===== src/verilog/tft_pkg.sv =====
package tft_pkg;

    // Horizontal timing in pixel clocks
    localparam int hsync_len  = 2;
    localparam int hback_len  = 3;
    localparam int hdisp_len  = 8;
    localparam int hfront_len = 2;

    // Vertical timing in lines
    localparam int vsync_len  = 1;
    localparam int vback_len  = 3;
    localparam int vdisp_len  = 4;
    localparam int vfront_len = 1;

    // Sync overlaps the back porch, so it is not part of the totals
    localparam int htotal = hback_len + hdisp_len + hfront_len;
    localparam int vtotal = vback_len + vdisp_len + vfront_len;

    localparam int pix_width    = 24;
    localparam int frame_pixels = hdisp_len * vdisp_len;
    localparam int fifo_depth   = 16;

    typedef logic [pix_width-1:0]                pixel_t;
    typedef logic [$clog2(frame_pixels)-1:0]     pix_addr_t;
    typedef logic [$clog2(fifo_depth):0]         fifo_count_t;
    typedef logic [$clog2(fifo_depth)-1:0]       fifo_ptr_t;
    typedef logic [$clog2(htotal)-1:0]           hcount_t;
    typedef logic [$clog2(vtotal)-1:0]           vcount_t;

    typedef enum logic [1:0] {
        wait_vsync,
        filling,
        done
    } fetch_state_t;

endpackage


===== src/verilog/frame_ram.sv =====
`timescale 1ns/1ns

module frame_ram (
    input  logic               CLK,
    input  logic               mem_en,
    input  logic               mem_we,
    input  tft_pkg::pix_addr_t mem_addr,
    input  tft_pkg::pixel_t    mem_wdata,
    output tft_pkg::pixel_t    mem_rdata
);
    import tft_pkg::*;

    pixel_t mem [frame_pixels];

    // Single port, read data one cycle after the enable
    always_ff @(posedge CLK) begin
        if (mem_en) begin
            if (mem_we) begin
                mem[mem_addr] <= mem_wdata;
            end else begin
                mem_rdata <= mem[mem_addr];
            end
        end
    end

endmodule


===== src/verilog/ram_arbiter.sv =====
`timescale 1ns/1ns

module ram_arbiter (
    input  logic               CLK,
    input  logic               RESET_IN,
    input  logic               wr_stb,
    input  tft_pkg::pix_addr_t wr_addr,
    input  tft_pkg::pixel_t    wr_data,
    input  logic               rd_req,
    input  tft_pkg::pix_addr_t rd_addr,
    input  tft_pkg::pixel_t    mem_rdata,
    output logic               rd_gnt,
    output logic               rd_valid,
    output tft_pkg::pixel_t    rd_data,
    output logic               mem_en,
    output logic               mem_we,
    output tft_pkg::pix_addr_t mem_addr,
    output tft_pkg::pixel_t    mem_wdata
);

    // Host strobe cannot wait, so it always wins
    assign rd_gnt = rd_req & ~wr_stb;

    assign mem_en    = wr_stb | rd_gnt;
    assign mem_we    = wr_stb;
    assign mem_addr  = wr_stb ? wr_addr : rd_addr;
    assign mem_wdata = wr_data;

    // Read data comes back a cycle after the grant
    always_ff @(posedge CLK or posedge RESET_IN) begin
        if (RESET_IN) begin
            rd_valid <= 1'b0;
        end else begin
            rd_valid <= rd_gnt;
        end
    end

    assign rd_data = mem_rdata;

endmodule


===== src/verilog/pixel_fifo.sv =====
`timescale 1ns/1ns

module pixel_fifo (
    input  logic                 CLK,
    input  logic                 RESET_IN,
    input  logic                 push,
    input  tft_pkg::pixel_t      push_data,
    input  logic                 ack,
    output logic                 req,
    output tft_pkg::pixel_t      data,
    output tft_pkg::fifo_count_t count
);
    import tft_pkg::*;

    pixel_t    mem [fifo_depth];
    fifo_ptr_t wr_ptr;
    fifo_ptr_t rd_ptr;
    logic      do_push;
    logic      do_pop;

    // Head word is visible before the pop
    assign req  = count != '0;
    assign data = mem[rd_ptr];

    // Pop only when something is there; a push into a full FIFO needs a pop alongside
    assign do_pop  = ack & req;
    assign do_push = push & ((count != fifo_count_t'(fifo_depth)) | do_pop);

    always_ff @(posedge CLK) begin
        if (do_push) begin
            mem[wr_ptr] <= push_data;
        end
    end

    always_ff @(posedge CLK or posedge RESET_IN) begin
        if (RESET_IN) begin
            wr_ptr <= '0;
            rd_ptr <= '0;
            count  <= '0;
        end else begin
            if (do_push) begin
                wr_ptr <= wr_ptr + 1'b1;
            end
            if (do_pop) begin
                rd_ptr <= rd_ptr + 1'b1;
            end
            case ({do_push, do_pop})
                2'b10:   count <= count + 1'b1;
                2'b01:   count <= count - 1'b1;
                default: count <= count;
            endcase
        end
    end

endmodule


===== src/verilog/scanout_fetch.sv =====
`timescale 1ns/1ns

module scanout_fetch (
    input  logic                 CLK,
    input  logic                 RESET_IN,
    input  logic                 vsync_stat,
    input  logic                 rd_gnt,
    input  logic                 rd_valid,
    input  tft_pkg::pixel_t      rd_data,
    input  tft_pkg::fifo_count_t count,
    output logic                 rd_req,
    output tft_pkg::pix_addr_t   rd_addr,
    output logic                 push,
    output tft_pkg::pixel_t      push_data
);
    import tft_pkg::*;

    fetch_state_t               state;
    fifo_count_t                inflight;
    logic [$bits(fifo_count_t):0] pending;
    logic                       vsync_d;

    // FIFO words plus reads not yet returned
    assign pending = count + inflight;
    assign rd_req  = (state == filling) && !vsync_stat && (pending < fifo_depth);

    always_ff @(posedge CLK or posedge RESET_IN) begin
        if (RESET_IN) begin
            state   <= wait_vsync;
            rd_addr <= '0;
            vsync_d <= 1'b0;
        end else begin
            vsync_d <= vsync_stat;
            if (vsync_stat) begin
                state   <= wait_vsync;
                rd_addr <= '0;
            end else begin
                case (state)
                    wait_vsync: begin
                        if (vsync_d) begin
                            state <= filling;
                        end
                    end
                    filling: begin
                        if (rd_gnt) begin
                            rd_addr <= rd_addr + 1'b1;
                            if (rd_addr == pix_addr_t'(frame_pixels - 1)) begin
                                state <= done;
                            end
                        end
                    end
                    default: state <= done;
                endcase
            end
        end
    end

    // Outstanding reads, kept across vsync so late returns stay counted
    always_ff @(posedge CLK or posedge RESET_IN) begin
        if (RESET_IN) begin
            inflight <= '0;
        end else begin
            case ({rd_gnt, rd_valid})
                2'b10:   inflight <= inflight + 1'b1;
                2'b01:   inflight <= inflight - 1'b1;
                default: inflight <= inflight;
            endcase
        end
    end

    assign push      = rd_valid;
    assign push_data = rd_data;

endmodule


===== src/verilog/tft_io.sv =====
`timescale 1ns/1ns

module tft_io (
    input  logic            CLK,
    input  logic            RESET_IN,
    input  tft_pkg::pixel_t data,
    input  logic            req,
    output logic            ack,
    output logic            underflow,
    output logic            vsync_stat,
    output logic            tft_dclk,
    output logic            tft_disp,
    output logic            tft_hsync,
    output logic            tft_vsync,
    output tft_pkg::pixel_t tft_rgb
);
    import tft_pkg::*;

    logic    enable_tft;
    hcount_t hcnt;
    vcount_t vcnt;
    logic    hsync;
    logic    vsync;
    logic    disp;

    // Panel is enabled one cycle after reset is released
    always_ff @(posedge CLK or posedge RESET_IN) begin
        if (RESET_IN) begin
            enable_tft <= 1'b0;
        end else begin
            enable_tft <= 1'b1;
        end
    end

    assign tft_dclk = CLK;
    assign tft_disp = enable_tft;

    // Line position, counts down and reloads at zero
    always_ff @(posedge CLK or posedge RESET_IN) begin
        if (RESET_IN) begin
            hcnt <= '0;
        end else if (hcnt != '0) begin
            hcnt <= hcnt - 1'b1;
        end else if (enable_tft) begin
            hcnt <= hcount_t'(htotal - 1);
        end
    end

    // Frame position, steps once per line
    always_ff @(posedge CLK or posedge RESET_IN) begin
        if (RESET_IN) begin
            vcnt <= '0;
        end else if (hcnt == '0) begin
            if (vcnt != '0) begin
                vcnt <= vcnt - 1'b1;
            end else if (enable_tft) begin
                vcnt <= vcount_t'(vtotal - 1);
            end
        end
    end

    // Sync starts at the reload, the window follows the back porch
    assign hsync = hcnt >= htotal - hsync_len;
    assign vsync = vcnt >= vtotal - vsync_len;
    assign disp  = (hcnt >= htotal - hback_len - hdisp_len) && (hcnt < htotal - hback_len) &&
                   (vcnt >= vtotal - vback_len - vdisp_len) && (vcnt < vtotal - vback_len);

    // Pop while displaying, and flush leftovers during vsync
    assign ack = vsync_stat | disp;

    // Sticky until reset
    always_ff @(posedge CLK or posedge RESET_IN) begin
        if (RESET_IN) begin
            underflow <= 1'b0;
        end else if (disp && !req) begin
            underflow <= 1'b1;
        end
    end

    // Pin outputs, sync pins are active low
    always_ff @(posedge CLK or posedge RESET_IN) begin
        if (RESET_IN) begin
            tft_hsync  <= 1'b1;
            tft_vsync  <= 1'b1;
            vsync_stat <= 1'b0;
        end else begin
            tft_hsync  <= ~hsync;
            tft_vsync  <= ~vsync;
            vsync_stat <= vsync;
        end
    end

    always_ff @(posedge CLK) begin
        tft_rgb <= data;
    end

endmodule


===== src/verilog/tft_subsystem.sv =====
`timescale 1ns/1ns

module tft_subsystem (
    input  logic               CLK,
    input  logic               RESET_IN,
    input  logic               wr_stb,
    input  tft_pkg::pix_addr_t wr_addr,
    input  tft_pkg::pixel_t    wr_data,
    output logic               tft_dclk,
    output logic               tft_disp,
    output logic               tft_hsync,
    output logic               tft_vsync,
    output tft_pkg::pixel_t    tft_rgb,
    output logic               underflow
);
    import tft_pkg::*;

    // Fetcher to arbiter
    logic        rd_req;
    logic        rd_gnt;
    logic        rd_valid;
    pix_addr_t   rd_addr;
    pixel_t      rd_data;

    // Arbiter to frame memory
    logic        mem_en;
    logic        mem_we;
    pix_addr_t   mem_addr;
    pixel_t      mem_wdata;
    pixel_t      mem_rdata;

    // Pixel FIFO
    logic        push;
    pixel_t      push_data;
    fifo_count_t count;
    logic        req;
    logic        ack;
    pixel_t      data;

    logic        vsync_stat;

    ram_arbiter u_ram_arbiter (
        .CLK       (CLK),
        .RESET_IN  (RESET_IN),
        .wr_stb    (wr_stb),
        .wr_addr   (wr_addr),
        .wr_data   (wr_data),
        .rd_req    (rd_req),
        .rd_addr   (rd_addr),
        .mem_rdata (mem_rdata),
        .rd_gnt    (rd_gnt),
        .rd_valid  (rd_valid),
        .rd_data   (rd_data),
        .mem_en    (mem_en),
        .mem_we    (mem_we),
        .mem_addr  (mem_addr),
        .mem_wdata (mem_wdata)
    );

    frame_ram u_frame_ram (
        .CLK       (CLK),
        .mem_en    (mem_en),
        .mem_we    (mem_we),
        .mem_addr  (mem_addr),
        .mem_wdata (mem_wdata),
        .mem_rdata (mem_rdata)
    );

    scanout_fetch u_scanout_fetch (
        .CLK        (CLK),
        .RESET_IN   (RESET_IN),
        .vsync_stat (vsync_stat),
        .rd_gnt     (rd_gnt),
        .rd_valid   (rd_valid),
        .rd_data    (rd_data),
        .count      (count),
        .rd_req     (rd_req),
        .rd_addr    (rd_addr),
        .push       (push),
        .push_data  (push_data)
    );

    pixel_fifo u_pixel_fifo (
        .CLK       (CLK),
        .RESET_IN  (RESET_IN),
        .push      (push),
        .push_data (push_data),
        .ack       (ack),
        .req       (req),
        .data      (data),
        .count     (count)
    );

    tft_io u_tft_io (
        .CLK        (CLK),
        .RESET_IN   (RESET_IN),
        .data       (data),
        .req        (req),
        .ack        (ack),
        .underflow  (underflow),
        .vsync_stat (vsync_stat),
        .tft_dclk   (tft_dclk),
        .tft_disp   (tft_disp),
        .tft_hsync  (tft_hsync),
        .tft_vsync  (tft_vsync),
        .tft_rgb    (tft_rgb)
    );

endmodule


===== config.mk =====
export PLATFORM = sky130hd
export DESIGN_NAME = tft_subsystem
export DESIGN_NICKNAME = d
export VERILOG_FILES = /design/src/verilog/tft_pkg.sv /design/src/verilog/frame_ram.sv /design/src/verilog/ram_arbiter.sv /design/src/verilog/pixel_fifo.sv /design/src/verilog/scanout_fetch.sv /design/src/verilog/tft_io.sv /design/src/verilog/tft_subsystem.sv
export SDC_FILE = /design/constraint.sdc
export NUM_CORES = 1
export LEC_CHECK = 0
export ABC_AREA = 1
export BUFFER_PORTS_ARGS = -buffer_cell sky130_fd_sc_hd__buf_4
export CAP_MARGIN = 10
export CORE_AREA = 2 2 344 346
export CTS_CLUSTER_SIZE = 30
export DETAILED_ROUTE_END_ITERATION = 6
export DIE_AREA = 0 0 346 348
export HOLD_SLACK_MARGIN = 0.03
export PLACE_DENSITY = 0.57
export SYNTH_ARGS = -nofsm -noshare
export SYNTH_HDL_FRONTEND = slang
export SYNTH_SLANG_ARGS = --single-unit

===== constraint.sdc =====
create_clock -name CLK -period 7.4 [get_ports CLK]
set_clock_uncertainty 0.2 [all_clocks]
set_input_delay 0.37 -clock CLK [delete_from_list [all_inputs] [get_ports CLK]]
set_output_delay 0.37 -clock CLK [all_outputs]
set_load 0.005 [all_outputs]

==> results of run 1 <==
## Yosys cell counts
library cell and instances:
inv_1 51, xor2_1 6, xnor2_1 5, clkbuf_1 86, conb_1 1, nand2_4 2, and3_1 1, a31oi_1 1
buf_6 23, o211ai_1 96, clkinv_1 3, a21oi_1 13, inv_4 1, inv_6 1, o21ai_1 7, nor2_1 401
a21o_1 1, o21ai_2 3, nor3_4 8, o22ai_1 2, nand2_2 4, edfxtp_1 1176, ha_1 23, inv_2 2
buf_1 17, dfxtp_1 24, buf_2 104, nand2_1 1932, o21ai_0 226, o21ai_4 3, nand3_1 262, or2_2 1
nand4_1 2, dfrtp_1 37, dfstp_2 2, fa_1 2, buf_4 19, nor3_1 1
## report_power, final
group | internal (mW) | switching, mW | leakage (nW)
Clock | 3.77 | 2.82 | 2.10
Sequential | 7.92 | 0.294 | 11.3
Combinational | 1.03 | 2.28 | 8.42
## registers in the layout (all words and copies together), names as in the netlist, 4 cells and up
name / count
u_scanout_fetch.rd_addr: 5
u_pixel_fifo.mem: 384
u_pixel_fifo.wr_ptr: 4
u_scanout_fetch.inflight: 5
u_tft_io.tft_rgb: 24
u_tft_io.hcnt: 4
u_frame_ram.mem: 768
u_pixel_fifo.count: 5
u_pixel_fifo.rd_ptr: 4
u_frame_ram.mem_rdata: 24
## metal layers
layer / vias to the layer above / share of wire (%)
li1: 15500 / -
met1: 16200 / 43
met2: 1008 / 48
met3: 234 / 6.0
met4: 4 / 2.5
met5: - / 0.019
## worst register-to-register path, cell delays in order (launching register included)
cell     delay [ns]
dfrtp_1        0.50
nand2_8        0.39
nand2_8        0.65
nand3_1        0.82
nor2_4         1.03
## metrics by stage
stage	cells	hold WS [ns]	utilization [%]	setup slack [ns]	area, um2
final	6216	0.0581	49.2	2.76	57500
after global routing	6215	0.138	49.2	2.76	57500
after CTS	6215	0.0555	49.2	2.76	57500
after detailed placement	5942	0.251	45.2	3.02	52900
after global placement	5942	0.251	45.2	3.02	52900
after floorplan	4549	0.202	-	3.02	51100
## repair_timing
item | 4_1_cts | 5_1_grt
setup buffers | 0 | 0
gates resized for setup | 0 | 0
endpoints found under the hold margin | 807 | 0
hold buffers | 25 | 0
## kinds of logic (layout without fill, tap and decap cells)
| logic type | count (synthesis) | after routing | synth area share [%] |
|---|---|---|---|
| xor gates and xnor gates | 11 | 11 | 0.189 |
| AOI/OAI and AO/OA | 352 | 352 | 4.02 |
| adders and majority gates | 25 | 25 | 0.642 |
| and+or+nand+nor | 2614 | 2614 | 20.1 |
| DFF | 1239 | 1239 | 72.0 |
| buffers and inverters | 307 | 437 | 3.00 |
| other | 1 | 2 | 0.00734 |
## worst paths after layout
kind | startpoint | to | slack [ns] | cells after the start
max in group asynchronous | RESET_IN | u_pixel_fifo.rd_ptr[0] | 6.27 | 3
worst min-delay path | RESET_IN | u_tft_io.hcnt[2] | 0.06 | 3
worst max-delay path | CLK | tft_dclk | 2.76 | 3
worst max register to register | u_scanout_fetch.rd_addr[0] | u_frame_ram.mem[11][17] | 3.41 | 4
min in group CLK | u_tft_io.hcnt[3] | u_tft_io.tft_hsync | 0.26 | 1
worst min register to register | u_tft_io.hcnt[3] | u_tft_io.tft_hsync | 0.26 | 1
## layout make-up
class / count / area, um2
timing repair buffer: 130 / 1060
fill: 10400 / 59500
sequential: 1239 / 36800
clock buffer: 170 / 3610
antenna: 1 / 2.50
multi-input combinational: 3003 / 13200
tap: 1536 / 1920
clock inverter: 79 / 731
inverter: 58 / 238
==> impl_metrics.py, run 1 <==
metrics = {
    "global_route": {
        "use_met3_pct": 3.54,
        "grt_max_degree": 146,
        "use_met1_pct": 31.2,
        "gr-usage-all-layers_pct": 22.8,
        "globalRoute.totalOverflow": 0,
        "antenna_found_initial": 2,
        "met2_usage_pct": 37.6,
        "grt_pass1_wl_um": 206000,
        "grt_pass1_vias": 31800,
        "grt_busiest_layer": "met2",
    },
    "placed_design": {
        "portBuffers": 60,
        "hpwl_um": 72300,
        "place.gp.congestion": 0.789,
    },
    "die": {
        "die_x_um": 346,
        "core_area_um2": 117000,
        "die-area_um2": 120000,
        "initial_utilization_pct": 43.7,
        "fp.dieH_um": 348,
        "ios": 61,
        "fp-row-count": 126,
    },
    "final_layout": {
        "area_growth_pct": 12.6,
        "layout_common_cells": "1931 x nand2_1, 1176 x edfxtp_1, 353 x nor2_1",
        "nNetsFinal": 4627,
        "drive_above_1_share_pct": 7.99,
        "final_common_cell": "nand2_1",
    },
    "detailed_routing": {
        "vias": 33000,
        "routed_wl_um": 138000,
        "route.detailed.drc": 0,
        "drt-pass1-iter-count": 7,
        "ant_nets": 0,
        "wl_per_cell_um": 22.1,
        "drt_iter0_markers": 3222,
        "viasPerCell": 5.31,
    },
    "worst_setup_path": {
        "crit_buf_inv": 3,
        "path_max_fanout": 2,
        "crit_chain": "clkbuf_16, clkbuf_16, buf_4",
        "crit_path_end_kind": "primary output",
        "crit_family": "buffers and inverters",
        "path_class": "clock port to primary output",
        "cpPeakStageDelay_ns": 0.12,
        "arrival_ns": 4.07,
        "cp_common_cell": "clkbuf_16",
        "cpMaxStageDelayCell": "clkbuf_16",
        "start_kind": "clock port",
        "crit_required_ns": 6.83,
    },
    "logic_synthesis": {
        "syn_area_um2": 51100,
        "synth_fp_nets": 4606,
        "ys_ff_latch": 1239,
        "synth-warning-count": 0,
        "synth_area_leaders": "edfxtp_1 69%, nand2_1 14%, nor2_1 2.9%, nand3_1 2.6%, o21ai_0 2.2%",
        "yosys.area.top_type": "edfxtp_1",
        "avgSynthCellArea_um2": 11.2,
        "syn_inst": 4549,
        "yosysUniqueCellTypes": 38,
        "seq_area_frac_synth_pct": 72.0,
        "synth.top_cell.area_share_pct": 69.2,
    },
    "timing": {
        "max_slew_margin_pct": 19.6,
        "finalMaxSlewViolations": 0,
        "rsz0062_at_grt": "no",
        "fin_setup_tns_ns": 0,
        "tightestPinTransition_ns": 1.20,
        "hold_viol": 0,
        "finalSetupViolCount": 0,
    },
    "cts": {
        "clk_latency_ns": 0.88,
        "cts_tree": "done",
        "cts.clk_slew.worst_paths_ns": 0.06,
    },
    "pwr": {
        "p_leak_nw": 21.8,
        "power_mw": 18.1,
        "vdd_drop_max_mv": 0.258,
        "cellPowerDensity_nw_per_um2": 315,
    },
    "run": {
        "drv_cap": 0,
    },
    "hold_path": {
        "hp-class": "primary input to asynchronous set/reset pin",
    },
    "run_status": {
        "run_status": "completed",
    },
}
Note: power is estimated with default switching activity, not from simulation.
==> run 2: changes to the inputs <==
--- a/config.mk
+++ b/config.mk
@@ -5,15 +5,15 @@
 export SDC_FILE = /design/constraint.sdc
 export NUM_CORES = 1
 export LEC_CHECK = 0
-export ABC_AREA = 1
+export ABC_AREA = 0
 export BUFFER_PORTS_ARGS = -buffer_cell sky130_fd_sc_hd__buf_4
 export CAP_MARGIN = 10
-export CORE_AREA = 2 2 344 346
+export CORE_AREA = 2 2 330 332
 export CTS_CLUSTER_SIZE = 30
 export DETAILED_ROUTE_END_ITERATION = 6
-export DIE_AREA = 0 0 346 348
+export DIE_AREA = 0 0 332 334
 export HOLD_SLACK_MARGIN = 0.03
-export PLACE_DENSITY = 0.57
+export PLACE_DENSITY = 0.59
 export SYNTH_ARGS = -nofsm -noshare
 export SYNTH_HDL_FRONTEND = slang
 export SYNTH_SLANG_ARGS = --single-unit
==> constraint.sdc (replaced) <==
create_clock -name CLK -period 4.07 [get_ports CLK]
set_clock_uncertainty 0.2 [all_clocks]
set_input_delay 0.2035 -clock CLK [delete_from_list [all_inputs] [get_ports CLK]]
set_output_delay 0.2035 -clock CLK [all_outputs]
set_load 0.005 [all_outputs]
==> impl_metrics.py, run 2 <==
metrics = {
    "final_layout": {
        "final_common_cell": "edfxtp_1",
        "drive_above_1_share_pct": 26.8,
        "fillers": 8479,
        "area_growth_pct": 16.0,
        "layout_common_cells": "1176 x edfxtp_1, 260 x mux4_2, 139 x clkbuf_16",
        "regArea_um2": 36800,
        "largest_reg_flops": 768,
        "multi_input_area_um2": 9800,
        "nNetsFinal": 2395,
        "final_cell_area_um2": 54300,
        "reg_top3": "u_frame_ram.mem x768, u_pixel_fifo.mem x384",
        "final_util_pct": 50.4,
        "regMostFlops": "u_frame_ram.mem",
    },
    "timing": {
        "finalSetupViolCount": 0,
        "holdWs_ns": 0.108,
        "max_freq_ghz": 0.281,
        "fin_crit_ns": 3.56,
        "max_slew_margin_pct": 24.6,
        "tightestPinTransition_ns": 1.13,
        "rsz0062_at_grt": "no",
        "period_share_pct": 87.5,
        "hold_viol": 0,
        "finalMaxSlewViolations": 0,
        "fin_setup_tns_ns": 0,
    },
    "global_route": {
        "gr-usage-all-layers_pct": 21.2,
        "antenna_found_initial": 4,
        "use_met1_pct": 29.2,
        "grt_pass1_vias": 23400,
        "globalRoute.totalOverflow": 0,
        "met2_usage_pct": 34.5,
        "grt_max_degree": 80,
        "grt_busiest_layer": "met2",
        "grt_pass1_wl_um": 168000,
        "use_met3_pct": 3.91,
    },
    "logic_synthesis": {
        "synth_common_cells": "1176 x edfxtp_1, 260 x mux4_2, 85 x a22o_1",
        "synth.top_cell.area_share_pct": 75.4,
        "synthMostInstantiatedCell": "edfxtp_1",
        "ys_ff_latch": 1239,
        "synthArstFlopShare_pct": 3.15,
        "yosys.area.top_type": "edfxtp_1",
        "yosysUniqueCellTypes": 61,
        "synth_edf_count": 1176,
        "synth_fp_nets": 2187,
        "synth-warning-count": 0,
        "synth_area_leaders": "edfxtp_1 75%, mux4_2 13%, dfrtp_1 2.0%, a22o_1 1.6%, dfxtp_1 1.0%",
        "ys.flop_type": "edfxtp_1",
        "seq_area_frac_synth_pct": 78.6,
        "syn_area_um2": 46800,
        "avgSynthCellArea_um2": 22.0,
        "syn_inst": 2130,
    },
    "die": {
        "die-area_um2": 111000,
        "fp-row-count": 121,
        "core_area_um2": 108000,
        "fp.dieH_um": 334,
        "ios": 61,
        "initial_utilization_pct": 43.4,
        "die_x_um": 332,
    },
    "worst_setup_path": {
        "start_kind": "flop",
        "r2r_slack_ns": 0.51,
        "arrival_ns": 3.89,
        "path_max_fanout": 22,
        "crit_required_ns": 4.40,
        "path_class": "flop to flop",
        "crit_path_end_kind": "flop",
    },
    "detailed_routing": {
        "drt-pass1-iter-count": 6,
        "wl_per_cell_um": 30.2,
        "routed_wl_um": 116000,
        "route.detailed.drc": 0,
        "ant_nets": 0,
        "viasPerCell": 5.93,
        "vias": 22900,
        "drt_iter0_markers": 2614,
    },
    "placed_design": {
        "place.gp.congestion": 0.804,
        "portBuffers": 60,
        "hpwl_um": 65900,
        "place_area_um2": 49900,
    },
    "cts": {
        "hold_buffers": 35,
        "cts_setup_buffers": 0,
        "cts_resized": 0,
        "clk_latency_ns": 0.87,
        "cts.clk_slew.worst_paths_ns": 0.06,
        "cts_tree": "done",
    },
    "pwr": {
        "vdd_drop_max_mv": 0.375,
        "cellPowerDensity_nw_per_um2": 619,
        "p_leak_nw": 17.4,
    },
    "run_status": {
        "run_status": "completed",
    },
    "run": {
        "drv_cap": 0,
    },
    "hold_path": {
        "hp-class": "primary input to flop",
    },
}
[run 2: cell count changes after synthesis, moves of 81 or more]
cell / before / now
nand2_1: 1932 / 35
nor2_1: 401 / 46
mux4_2: 0 / 260
nand3_1: 262 / 4
o21ai_0: 226 / 59
o211ai_1: 96 / 0
a22o_1: 0 / 85
buf_2: 104 / 23
[run 2: cell families (layout without fill, tap and decap cells)]
logic type                 Yosys count  count (layout)  synth area share [%]
DFF                               1239            1239                  78.6
xor gates and xnor gates            18              18                 0.337
AOI/OAI and AO/OA                  278             278                  4.46
and+or+nand+nor                    164             164                  1.80
buffers and inverters              129             438                  1.28
other                                1               3               0.00801
muxes                              276             276                  12.9
adders and majority gates           25              25                 0.700
[run 2: final cells by class]
cell class,instances,area share [%]
Multi-Input combinational cell,762,18.1
Timing Repair Buffer,180,3.28
Clock inverter,59,0.788
Tap cell,1414,3.26
Clock buffer,180,6.73
Inverter,19,0.131
Antenna cell,2,0.00922
Sequential cell,1239,67.7
[run 2: where the power goes]
part / switching (mW) / internal [mW]
clock: 4.85 / 6.52
combinational: 3.25 / 3.14
sequential: 0.915 / 14.9
total: 9.02 / 24.6
[run 2: worst paths after layout]
check                                           start                   endpoint  cells past startpoint
max in group asynchronous                    RESET_IN     u_pixel_fifo.rd_ptr[1]                      4
max reg2reg                u_scanout_fetch.rd_addr[1]  u_frame_ram.mem_rdata[21]                      6
min in group asynchronous                    RESET_IN          u_tft_io.tft_disp                      4
max                        u_scanout_fetch.rd_addr[1]  u_frame_ram.mem_rdata[21]                      6
min                                       wr_data[11]    u_frame_ram.mem[14][11]                      2
min reg2reg                        u_tft_io.underflow         u_tft_io.underflow                      1
[run 2: stage by stage]
step / instances / total power [mW] / setup slack (ns)
4_1_cts: 3853 / 33.9 / 0.626
6_report: 3855 / 33.6 / 0.508
3_3_place_gp: 3579 / 22.4 / 0.631
3_5_place_dp: 3580 / 22.6 / 0.661
5_1_grt: 3853 / 34.9 / 0.472
2_1_floorplan: 2130 / 20.1 / 0.185
[run 2: critical path, cell delays in order, from the launching register on]
cell and delay [ns]:
dfrtp_1 0.60, nor3b_1 0.50, or2_2 0.72, buf_4 0.37, a22o_1 0.18, a221oi_1 0.07
o2111ai_1 0.61
[run 2: routing by layer]
layer  routed length, um  vias to the layer above
met3                7890                      189
met4                3100                        4
met1               48100                    12300
met2               57400                      939
met5                  24                        -
li1                    -                     9440
